<file path="src/verilog/stepper_macros.svh">
`ifndef STEPPER_MACROS_SVH
`define STEPPER_MACROS_SVH

// Move ring buffer geometry

// Index width minus one
`define MOVE_BUFFER_BITS 0

// Slot count minus one, two slots
`define MOVE_BUFFER_SIZE 1

// API version reported on the version query
// Major number, reply bits 23:16
`define VERSION_MAJOR 8'd0

// Minor number, reply bits 15:8
`define VERSION_MINOR 8'd3

// Patch number, reply bits 7:0
`define VERSION_PATCH 8'd1

`endif
</file>
<file path="src/verilog/stepper_pkg.sv">
package stepper_pkg;

  // Header opcodes, carried in bits 63:56 of a header word
  typedef enum logic [7:0] {
    op_none                = 8'h00,
    // Four-word move, direction in bit 0 of the header
    op_coordinated_step    = 8'h01,
    op_motor_enable        = 8'h0a,
    op_clk_divisor         = 8'h0b,
    // Current and microstep count
    op_motorconfig         = 8'h10,
    // Chopper timing and thresholds
    op_microstepper_config = 8'h16,
    op_chargepump          = 8'h31,
    op_bridgeinvert        = 8'h32,
    // Single word, reply carries the version
    op_api_version         = 8'hfe
  } opcode_t;

  // Role of the word arriving on this edge
  typedef enum logic [1:0] {
    phase_header    = 2'd0,
    phase_duration  = 2'd1,
    phase_increment = 2'd2,
    phase_incrincr  = 2'd3
  } move_phase_t;

  // One field of a buffered move
  typedef logic [63:0] move_word_t;

endpackage

</file>
<file path="src/verilog/stepper_command_top.sv">
`timescale 1ns/1ns
`include "stepper_macros.svh"

module stepper_command_top (
  input  logic                       word_received,
  input  logic                       reset,
  input  logic [63:0]                word_data_received,
  input  logic [63:0]                encoder_count,
  input  logic [`MOVE_BUFFER_BITS:0] moveind,
  input  logic [`MOVE_BUFFER_SIZE:0] stepfinished,
  output logic [63:0]                word_send_data,
  output logic [`MOVE_BUFFER_SIZE:0] stepready,
  output logic                       buffer_dtr,
  output logic                       dir,
  output logic                       enable,
  output logic [63:0]                move_duration,
  output logic signed [63:0]         increment,
  output logic signed [63:0]         incrementincrement,
  output logic [7:0]                 clock_divisor,
  output logic [2:0]                 microsteps,
  output logic [7:0]                 current,
  output logic [9:0]                 config_offtime,
  output logic [7:0]                 config_blanktime,
  output logic [9:0]                 config_fastdecay_threshold,
  output logic [7:0]                 config_minimum_on_time,
  output logic [10:0]                config_current_threshold,
  output logic [7:0]                 config_chargepump_period,
  output logic                       config_invert_highside,
  output logic                       config_invert_lowside
);

  // Decoded header and word role
  stepper_pkg::opcode_t     opcode;
  stepper_pkg::move_phase_t move_phase;
  logic                     move_start;

  command_parser parser0 (
    .word_received      (word_received),
    .reset              (reset),
    .word_data_received (word_data_received),
    .opcode             (opcode),
    .move_phase         (move_phase),
    .move_start         (move_start)
  );

  config_registers config0 (
    .word_received              (word_received),
    .reset                      (reset),
    .opcode                     (opcode),
    .word_data_received         (word_data_received),
    .enable                     (enable),
    .clock_divisor              (clock_divisor),
    .microsteps                 (microsteps),
    .current                    (current),
    .config_offtime             (config_offtime),
    .config_blanktime           (config_blanktime),
    .config_fastdecay_threshold (config_fastdecay_threshold),
    .config_minimum_on_time     (config_minimum_on_time),
    .config_current_threshold   (config_current_threshold),
    .config_chargepump_period   (config_chargepump_period),
    .config_invert_highside     (config_invert_highside),
    .config_invert_lowside      (config_invert_lowside)
  );

  // Ring buffer shared with the step timer
  move_buffer buffer0 (
    .word_received      (word_received),
    .reset              (reset),
    .move_phase         (move_phase),
    .move_start         (move_start),
    .word_data_received (word_data_received),
    .moveind            (moveind),
    .stepfinished       (stepfinished),
    .stepready          (stepready),
    .buffer_dtr         (buffer_dtr),
    .dir                (dir),
    .move_duration      (move_duration),
    .increment          (increment),
    .incrementincrement (incrementincrement)
  );

  reply_builder reply0 (
    .word_received  (word_received),
    .reset          (reset),
    .opcode         (opcode),
    .move_phase     (move_phase),
    .encoder_count  (encoder_count),
    .word_send_data (word_send_data)
  );

endmodule

</file>
<file path="src/verilog/reply_builder.sv">
`timescale 1ns/1ns
`include "stepper_macros.svh"

module reply_builder (
  input  logic                     word_received,
  input  logic                     reset,
  input  stepper_pkg::opcode_t     opcode,
  input  stepper_pkg::move_phase_t move_phase,
  input  logic [63:0]              encoder_count,
  output logic [63:0]              word_send_data
);

  // Encoder position captured with the move header
  logic signed [63:0] encoder_store;

  always_ff @(posedge word_received) begin
    if (opcode == stepper_pkg::op_coordinated_step) begin
      encoder_store <= $signed(encoder_count);
    end
  end

  // Reply shifted out during the next transfer
  always_ff @(posedge word_received) begin
    if (reset) begin
      word_send_data <= '0;
    end else if (opcode == stepper_pkg::op_api_version) begin
      // Major, minor, patch from high byte down
      word_send_data <= {40'd0, `VERSION_MAJOR, `VERSION_MINOR, `VERSION_PATCH};
    end else if (move_phase == stepper_pkg::phase_increment) begin
      // Position at the start of this move
      word_send_data <= encoder_store;
    end else begin
      word_send_data <= '0;
    end
  end

endmodule

</file>
<file path="src/verilog/move_buffer.sv">
`timescale 1ns/1ns
`include "stepper_macros.svh"

module move_buffer (
  input  logic                     word_received,
  input  logic                     reset,
  input  stepper_pkg::move_phase_t   move_phase,
  input  logic                     move_start,
  input  logic [63:0]              word_data_received,
  input  logic [`MOVE_BUFFER_BITS:0] moveind,
  input  logic [`MOVE_BUFFER_SIZE:0] stepfinished,
  output logic [`MOVE_BUFFER_SIZE:0] stepready,
  output logic                     buffer_dtr,
  output logic                     dir,
  output logic [63:0]              move_duration,
  output logic signed [63:0]       increment,
  output logic signed [63:0]       incrementincrement
);

  // Slot currently being filled by the host
  logic [`MOVE_BUFFER_BITS:0] write_index;

  // Per-slot direction
  logic [`MOVE_BUFFER_SIZE:0] dir_slot;

  // Move fields
  stepper_pkg::move_word_t duration_mem [`MOVE_BUFFER_SIZE:0];
  stepper_pkg::move_word_t increment_mem [`MOVE_BUFFER_SIZE:0];
  stepper_pkg::move_word_t incrincr_mem [`MOVE_BUFFER_SIZE:0];

  // Slot pending while ready and finished disagree
  logic [`MOVE_BUFFER_SIZE:0] pending;

  assign pending = stepready ^ stepfinished;

  // Room for at least one more move
  assign buffer_dtr = ~(&pending);

  // Read port for the step timer
  assign dir                = dir_slot[moveind];
  assign move_duration      = duration_mem[moveind];
  assign increment          = $signed(increment_mem[moveind]);
  assign incrementincrement = $signed(incrincr_mem[moveind]);

  // Control state, index and handshake bits
  always_ff @(posedge word_received) begin
    if (reset) begin
      write_index <= '0;
      stepready   <= '0;
      dir_slot    <= '0;
    end else begin
      if (move_start) begin
        dir_slot[write_index] <= word_data_received[0];
      end
      // Final word hands the slot to the timer
      if (move_phase == stepper_pkg::phase_incrincr) begin
        stepready[write_index] <= ~stepready[write_index];
        if (write_index == `MOVE_BUFFER_SIZE) begin
          write_index <= '0;
        end else begin
          write_index <= write_index + 1'b1;
        end
      end
    end
  end

  // Move payload, one field per word
  always_ff @(posedge word_received) begin
    case (move_phase)
      stepper_pkg::phase_duration: begin
        duration_mem[write_index] <= word_data_received;
      end
      stepper_pkg::phase_increment: begin
        increment_mem[write_index] <= word_data_received;
      end
      stepper_pkg::phase_incrincr: begin
        incrincr_mem[write_index] <= word_data_received;
      end
      // Header words carry no payload
      default: begin
      end
    endcase
  end

endmodule

</file>
<file path="src/verilog/config_registers.sv">
`timescale 1ns/1ns

module config_registers (
  input  logic                 word_received,
  input  logic                 reset,
  input  stepper_pkg::opcode_t opcode,
  input  logic [63:0]          word_data_received,
  output logic                 enable,
  output logic [7:0]           clock_divisor,
  output logic [2:0]           microsteps,
  output logic [7:0]           current,
  output logic [9:0]           config_offtime,
  output logic [7:0]           config_blanktime,
  output logic [9:0]           config_fastdecay_threshold,
  output logic [7:0]           config_minimum_on_time,
  output logic [10:0]          config_current_threshold,
  output logic [7:0]           config_chargepump_period,
  output logic                 config_invert_highside,
  output logic                 config_invert_lowside
);

  always_ff @(posedge word_received) begin
    if (reset) begin
      // Motor off until the host enables it
      enable                     <= 1'b0;
      // 400 kHz step clock at 16 MHz
      clock_divisor              <= 8'd40;
      microsteps                 <= 3'd2;
      current                    <= 8'd140;
      // Chopper defaults
      config_offtime             <= 10'd810;
      config_blanktime           <= 8'd27;
      config_fastdecay_threshold <= 10'd706;
      config_minimum_on_time     <= 8'd54;
      config_current_threshold   <= 11'd1024;
      config_chargepump_period   <= 8'd91;
      config_invert_highside     <= 1'b0;
      config_invert_lowside      <= 1'b0;
    end else begin
      case (opcode)
        stepper_pkg::op_motor_enable: begin
          enable <= word_data_received[0];
        end
        stepper_pkg::op_clk_divisor: begin
          clock_divisor <= word_data_received[7:0];
        end
        // Current in the second byte, microsteps in the low bits
        stepper_pkg::op_motorconfig: begin
          current    <= word_data_received[15:8];
          microsteps <= word_data_received[2:0];
        end
        // Five chopper fields in one word
        stepper_pkg::op_microstepper_config: begin
          config_offtime             <= word_data_received[39:30];
          config_blanktime           <= word_data_received[29:22];
          config_fastdecay_threshold <= word_data_received[21:12];
          // Own byte, clear of the fast-decay field
          config_minimum_on_time     <= word_data_received[47:40];
          config_current_threshold   <= word_data_received[10:0];
        end
        stepper_pkg::op_chargepump: begin
          config_chargepump_period <= word_data_received[7:0];
        end
        // Bridge polarity
        stepper_pkg::op_bridgeinvert: begin
          config_invert_highside <= word_data_received[1];
          config_invert_lowside  <= word_data_received[0];
        end
        // Moves, version query and unknown headers leave config alone
        default: begin
        end
      endcase
    end
  end

endmodule

</file>
<file path="src/verilog/command_parser.sv">
`timescale 1ns/1ns

module command_parser (
  input  logic                   word_received,
  input  logic                   reset,
  input  logic [63:0]            word_data_received,
  output stepper_pkg::opcode_t     opcode,
  output stepper_pkg::move_phase_t move_phase,
  output logic                   move_start
);

  // Phase of the next word to arrive
  stepper_pkg::move_phase_t phase_q;
  stepper_pkg::move_phase_t phase_d;

  // Header field decoded regardless of phase
  stepper_pkg::opcode_t header_op;

  // Map raw header byte onto the opcode set
  always_comb begin
    case (word_data_received[63:56])
      stepper_pkg::op_coordinated_step,
      stepper_pkg::op_motor_enable,
      stepper_pkg::op_clk_divisor,
      stepper_pkg::op_motorconfig,
      stepper_pkg::op_microstepper_config,
      stepper_pkg::op_chargepump,
      stepper_pkg::op_bridgeinvert,
      stepper_pkg::op_api_version: begin
        header_op = stepper_pkg::opcode_t'(word_data_received[63:56]);
      end
      // Anything unlisted is ignored downstream
      default: begin
        header_op = stepper_pkg::op_none;
      end
    endcase
  end

  // Only header words carry an opcode
  assign opcode = (phase_q == stepper_pkg::phase_header) ? header_op
                                                         : stepper_pkg::op_none;

  // Current word role comes straight from the state
  assign move_phase = phase_q;

  // Header of a move, direction lives in bit 0
  assign move_start = (opcode == stepper_pkg::op_coordinated_step);

  // Sequence the three data words after a move header
  always_comb begin
    case (phase_q)
      stepper_pkg::phase_header: begin
        if (move_start) begin
          phase_d = stepper_pkg::phase_duration;
        end else begin
          // Version query and config commands are one word
          phase_d = stepper_pkg::phase_header;
        end
      end
      stepper_pkg::phase_duration: begin
        phase_d = stepper_pkg::phase_increment;
      end
      stepper_pkg::phase_increment: begin
        phase_d = stepper_pkg::phase_incrincr;
      end
      // Last move word, back to expecting a header
      default: begin
        phase_d = stepper_pkg::phase_header;
      end
    endcase
  end

  // State register
  always_ff @(posedge word_received) begin
    if (reset) begin
      phase_q <= stepper_pkg::phase_header;
    end else begin
      phase_q <= phase_d;
    end
  end

endmodule

</file>
<file path="config.mk">
export PLATFORM = sky130hd
export DESIGN_NAME = stepper_command_top
export DESIGN_NICKNAME = d
export VERILOG_FILES = /design/src/verilog/stepper_pkg.sv /design/src/verilog/stepper_command_top.sv /design/src/verilog/reply_builder.sv /design/src/verilog/move_buffer.sv /design/src/verilog/config_registers.sv /design/src/verilog/command_parser.sv
export VERILOG_INCLUDE_DIRS = /design/src /design/src/verilog
export SDC_FILE = /design/constraint.sdc
export NUM_CORES = 1
export LEC_CHECK = 0
export BUFFER_PORTS_ARGS = -buffer_cell sky130_fd_sc_hd__buf_2
export CORE_MARGIN = 4
export CORE_UTILIZATION = 35
export CTS_CLUSTER_SIZE = 30
export DETAILED_ROUTE_END_ITERATION = 12
export SLEW_MARGIN = 5
export SYNTH_ARGS = -nofsm -noshare
export SYNTH_HDL_FRONTEND = slang
export SYNTH_HIERARCHICAL = 1
export SYNTH_SLANG_ARGS = --single-unit
</file>
<file path="constraint.sdc">
create_clock -name word_received -period 12.95 [get_ports word_received]
set_clock_uncertainty 0.1 [all_clocks]
set_input_delay 2.59 -clock word_received [delete_from_list [all_inputs] [get_ports word_received]]
set_output_delay 2.59 -clock word_received [all_outputs]
set_load 0.02 [all_outputs]
</file>
# Word-level counts from Yosys, hierarchy flattened
# Memory sizes are Yosys's and may differ from the RTL's.
# Cells that the tools add are included.
[word_totals]
reg_bits = 212
ram_bits = 384
input_bits = 133
output_inout_bits = 337
elab_cells = 75
n_memories = 3
[memory_table]
columns = ["name", "words", "width", "rd", "rd_clocked_by_memory_dff", "write_ports", "line", "text"]
rows = [
  ["buffer0.duration_mem", 2, 64, 1, 0, 1, "move_buffer.sv:27", "stepper_pkg::move_word_t duration_mem [`MOVE_BUFFER_SIZE:0];"],
  ["buffer0.increment_mem", 2, 64, 1, 0, 1, "move_buffer.sv:28", "stepper_pkg::move_word_t increment_mem [`MOVE_BUFFER_SIZE:0];"],
  ["buffer0.incrincr_mem", 2, 64, 1, 0, 1, "move_buffer.sv:29", "stepper_pkg::move_word_t incrincr_mem [`MOVE_BUFFER_SIZE:0];"],
]
[op_classes]
n_addsub = 1
n_lt_le_gt_ge = 3
n_eq_ne = 19
n_mux = 21
bitwise = 4
reduce_logical = 5
[ops]
columns = ["operator", "count"]
rows = [
  ["$eq A8 B4 Y1 const B", 4],
  ["$eq A8 B5 Y1 const B", 4],
  ["$eq A8 B6 Y1 const B", 4],
  ["$mux W10", 2],
  ["$eq A8 B1 Y1 const B", 2],
  ["$eq A8 B8 Y1 const B", 2],
  ["$mux W8", 2],
  ["$mux W1", 13],
  ["$reduce_or A8 Y1", 1],
  ["$pmux W2 S3", 1],
  ["$bwmux W2", 2],
  ["$eq A2 B2 Y1 const B", 2],
  ["$lt A1 B2 Y1 const B", 2],
  ["$not A1 Y1", 3],
  ["$reduce_or A3 Y1", 1],
  ["$eq A2 B1 Y1 const B", 1],
  ["$logic_not A2 Y1", 1],
  ["$reduce_and A2 Y1", 1],
  ["$xor A2 B2 Y2", 1],
  ["$add A1 B1 Y1 const B", 1],
  ["$demux W1 S1", 1],
  ["$ge A1 B1 Y1 const B", 1],
  ["$logic_and A1 B1 Y1", 1],
]

# Logic depth before layout (Yosys ltp)
[depth]
word_depth = 7
depth_mapped = 10
depth_no_buf = 8

# By module
# The synthesis kept the hierarchy.
[by_module_without_submodules]
columns = ["module", "n_inst", "cells_per_inst", "area_each_um2", "seq_area_each_um2"]
rows = [
  ["move_buffer", 1, 628, 14172.3, 11631.2],
  ["reply_builder", 1, 282, 4428.0, 3203.1],
  ["config_registers", 1, 325, 3319.4, 1541.5],
  ["command_parser", 1, 45, 360.3, 40.0],
]

# Worst setup path after synthesis
# OpenSTA, ideal clock, no wires.
[synth_timing]
kind = "input to register"
from = "input word_data_received[61]"
to = "register reply0.encoder_store[0], enable pin"
arrival_ns = 5.547
setup_slack_ns = 6.873
cell_stages = 5
n_path_buf = 0
path_cell_list = "or4b_4 > o32ai_4 > a211oi_2 > and3b_1 > and4b_1"
[synth_via]
elab_chain_cells = 5
word_cells_on_any_way = 12
[synth_lines]
columns = ["element", "line", "text"]
rows = [
  ["from (decl)", "stepper_command_top.sv:7", "input logic [63:0] word_data_received,"],
  ["$eq A8 B1 Y1 (tied with other cells)", "command_parser.sv:21", "case (word_data_received[63:56])"],
  ["$reduce_or A8 Y1 (*)", "command_parser.sv:21", ""],
  ["$mux W8 (*)", "command_parser.sv:21", ""],
  ["$mux W8 (*)", "command_parser.sv:40", "assign opcode = (phase_q == stepper_pkg::phase_header) ? header_op"],
  ["via opcode[0]", "stepper_command_top.sv:33", "stepper_pkg::opcode_t opcode;"],
  ["$eq A8 B1 Y1 (*)", "reply_builder.sv:17", "if (opcode == stepper_pkg::op_coordinated_step) begin"],
  ["to (signal assigned)", "reply_builder.sv:18", "encoder_store <= $signed(encoder_count);"],
  ["to (decl)", "reply_builder.sv:14", "logic signed [63:0] encoder_store;"],
]
# Mark *: on every way through the listed nets, which the timed path passes. The rest lies on a longest branch.
# A chain may end at the register's enable or synchronous reset.

# Worst setup path after layout
[layout_timing]
from = "input moveind"
to = "output move_duration[14]"
[layout_via]
elab_chain_cells = 1
[layout_lines]
columns = ["element", "line", "text"]
rows = [
  ["from (decl)", "stepper_command_top.sv:9", "input logic [`MOVE_BUFFER_BITS:0] moveind,"],
  ["$mem_v2 Z2 W64", "n/a", ""],
  ["to (decl)", "stepper_command_top.sv:16", "output logic [63:0] move_duration,"],
]
# No other way between the ends.

==> impl_metrics.tcl <==
set metrics [dict create \
    startpoint_types "primary input" \
    std_cell_rows 92 \
    ys.warnings.count 6 \
    routed_wire_length_per_instance_um 21.43 \
    gr-usage-all-layers_pct 16.17 \
    synth_async_sr_flop_share_pct 0 \
    status "completed" \
    tcrit_tclk_final_pct 58.53 \
    cts_tree "built" \
    floorplan.core_area_um2 63080 \
    cellPowerDensity_nw_per_um2 144.2 \
    worst-path-max-fanout 120 \
    vias_in_the_first_global_route 12909 \
    clkLatencyLatePin_ns 0.61 \
    detail_route.wirelength_um 56980 \
    finalSetupTns_ns 0 \
    number_of_enable_flip_flop_cells_after_synthesis 448 \
    die-area_um2 67760 \
    crit_arrival_ns 4.89 \
    worstMarginPinSlew_ns 1.098 \
    synthAdderAreaFrac_pct 0.1685 \
    netlist.top_cell.by_area "edfxtp_1" \
    die_h_um 260.3 \
    tritoncts_buffers 59 \
    vias_per_cell 4.689 \
    synth_ff_type "edfxtp_1" \
    cts.htree.levels 2 \
    synth_xor_area_share_pct 0.1572 \
    maximum_buffer_depth_of_the_clock_tree 3 \
    clk_pin_slew_ns 0.06 \
    drive_above_1_share_pct 47.10 \
    worst-endpoint-required_ns 10.26 \
    nNetsFinal 1896 \
    setup_viol 0 \
    detail_route.drc_violations 0 \
    postPlaceCellArea_um2 25310 \
    finalMaxSlewViolations 0 \
    share_of_cell_area_taken_by_muxes_after_synthesis_pct 13.26 \
    max_slew_margin_pct 26.77 \
    antenna_violations_before_repair 3 \
    synth_compound_gate_area_share_pct 4.100 \
    leakagePower_nw 10.22 \
    worst_hold_path_type "flip-flop to flip-flop" \
    postSynthCellCount 1280 \
    dp_hpwl_um 37150 \
    finalInstanceArea_um2 27330 \
    synth_top_family_by_area "multiplexers" \
    place_congestion 0.7833 \
    max_capacitance_violation_count 0 \
    synth_area_in_simple_gates_pct 5.099 \
    setup_repair_after_global_routing_missed_its_margin "no" \
    grt.overflow.total 0 \
    fp.dieW_um 260.3 \
    initial_utilization_pct 35.32 \
    synthesis.nets 1416 \
    clock-sinks 596 \
    cts_setup_buffers 0 \
    yosys.cell_types.count 52 \
    synth_area_um2 22280 \
    fillCellCount 5779 \
    vias 12468 \
    timing.fmax_mhz 131.9 \
    postcts_resize_cnt 0 \
    timing.critical_path.to_type "output pin" \
    synth_largest_type_area_fraction_pct 60.38 \
    holdBufCountCts 0 \
    antenna_left 0 \
    ys_ff_latch 596 \
    whs_ns 0.3580 \
    timing_worst_setup_path_type "primary input to output pin" \
    portBuffers 469 \
    area_delta_synth_final_pct 22.65 \
    fin_crit_ns 7.580 \
    netlist_top_cells_area "edfxtp_1 (60%), dfxtp_1 (13%), mux2_2 (9.8%)" \
    grt_pass1_wl_um 82820 \
    largest_net_degree_at_the_start_of_global_routing 121 \
    pin_count 470 \
    ctsRootBufferMaster "clkbuf_16" \
    finalHoldViolations 0 \
    power.ir.vdd_worst_mv 0.09685 \
    avgSynthCellArea_um2 17.41 \
    ys_seq_area_share_pct 73.68 \
    detailedRoute.firstIterationViolations 728 \
    drt_first_pass_iters 5 \
]
-- cells in the mapped netlist (all sizes together), types with 3 or more instances --
cell type    n
nor3b        3
nand2b      79
mux2i       78
ha           3
nor2        64
and3b        4
a32o         3
clkbuf      15
nand3b       3
mux2       193
inv         70
and4b        3
a211oi      62
nand2        7
a21oi        4
a31oi        5
nor4b        3
edfxtp     448
buf         49
dfxtp      148
nand4        3
xor2         3
nand3        5
-- report_power, final --
| part | switching, mW | total, mW | internal, mW |
|---|---|---|---|
| Combinational | 0.0888 | 0.145 | 0.0558 |
| Clock | 0.716 | 1.74 | 1.03 |
| Sequential | 0.000888 | 2.05 | 2.05 |
-- registers in the layout, indices dropped and copies added (netlist names), 8 cells and up --
name / cells
buffer0/duration_mem: 128
buffer0/increment_mem: 128
buffer0/incrincr_mem: 128
reply0/encoder_store: 64
reply0/word_send_data: 64
config0/config_current_threshold: 11
config0/config_fastdecay_threshold: 10
config0/config_offtime: 10
config0/clock_divisor: 8
config0/config_blanktime: 8
config0/config_chargepump_period: 8
config0/config_minimum_on_time: 8
config0/current: 8
-- cell type report --
| type | count | area, um2 | share of cell area, % |
|---|---|---|---|
| Tap cell | 846 | 1059 | 3.874 |
| Timing Repair Buffer | 483 | 2464 | 9.016 |
| Sequential cell | 596 | 16420 | 60.07 |
| Clock inverter | 32 | 371.6 | 1.360 |
| Antenna cell | 2 | 5.005 | 0.01832 |
| Inverter | 70 | 264.0 | 0.9661 |
| Clock buffer | 80 | 1635 | 5.984 |
| Multi-Input combinational cell | 550 | 5112 | 18.71 |
-- cells by family after synthesis --
kind of cell / after synthesis
AND/OR/NAND/NOR: 193
AO/OA/AOI/OAI: 79
adder cells (fa/ha/maj): 3
XOR/XNOR: 4
flip-flops: 596
multiplexers: 271
buffers and inverters: 134
-- worst max-delay path, stage by stage --
cell and delay [ns]:
clkbuf_8 0.75, buf_4 0.80, mux2_2 0.42, buf_2 0.16
-- worst paths after layout --
| path | start | endpoint | slack [ns] | cells after the start |
|---|---|---|---|---|
| worst max-delay path | moveind | move_duration[14] | 5.37 | 4 |
| worst min-delay path | buffer0/dir_slot[1] | buffer0/dir_slot[1] | 0.36 | 2 |
| worst max register to register | parser0/move_phase[0] | config0/config_minimum_on_time[3] | 9.40 | 9 |
| worst min register to register | buffer0/dir_slot[1] | buffer0/dir_slot[1] | 0.36 | 2 |
-- cell usage in the layout (no fill, tap or decap), drive strengths merged, types with 7 or more instances in the layout --
cell / synthesis / final
nand2: 7 / 7
a211oi: 62 / 62
clkbuf: 15 / 81
dfxtp: 148 / 148
nand2b: 79 / 79
bufinv: 0 / 7
inv: 70 / 71
mux2i: 78 / 78
clkinv: 0 / 22
nor2: 64 / 64
mux2: 193 / 193
buf: 49 / 482
edfxtp: 448 / 448
-- through the flow --
stage          total power, mW  utilization, %  setup slack [ns]  cells
3_3_place_gp             2.239           40.13             5.410   2545
3_5_place_dp             2.242           40.13             5.305   2545
2_1_floorplan            2.177               -             6.873   1280
4_1_cts                  3.992           43.31             5.305   2657
6_report                 3.941           43.32             5.370   2659
5_1_grt                  4.078           43.32             5.215   2658
-- layer usage --
layer	part of all wire, %	up-vias	GRT usage [%]
met5	0.023	-	0
met3	7.8	113	4.677
met2	48	449	27.39
met1	40	6199	19.85
met4	3.6	2	5.636
li1	-	5705	-
Power figures use the tool's default switching activity.
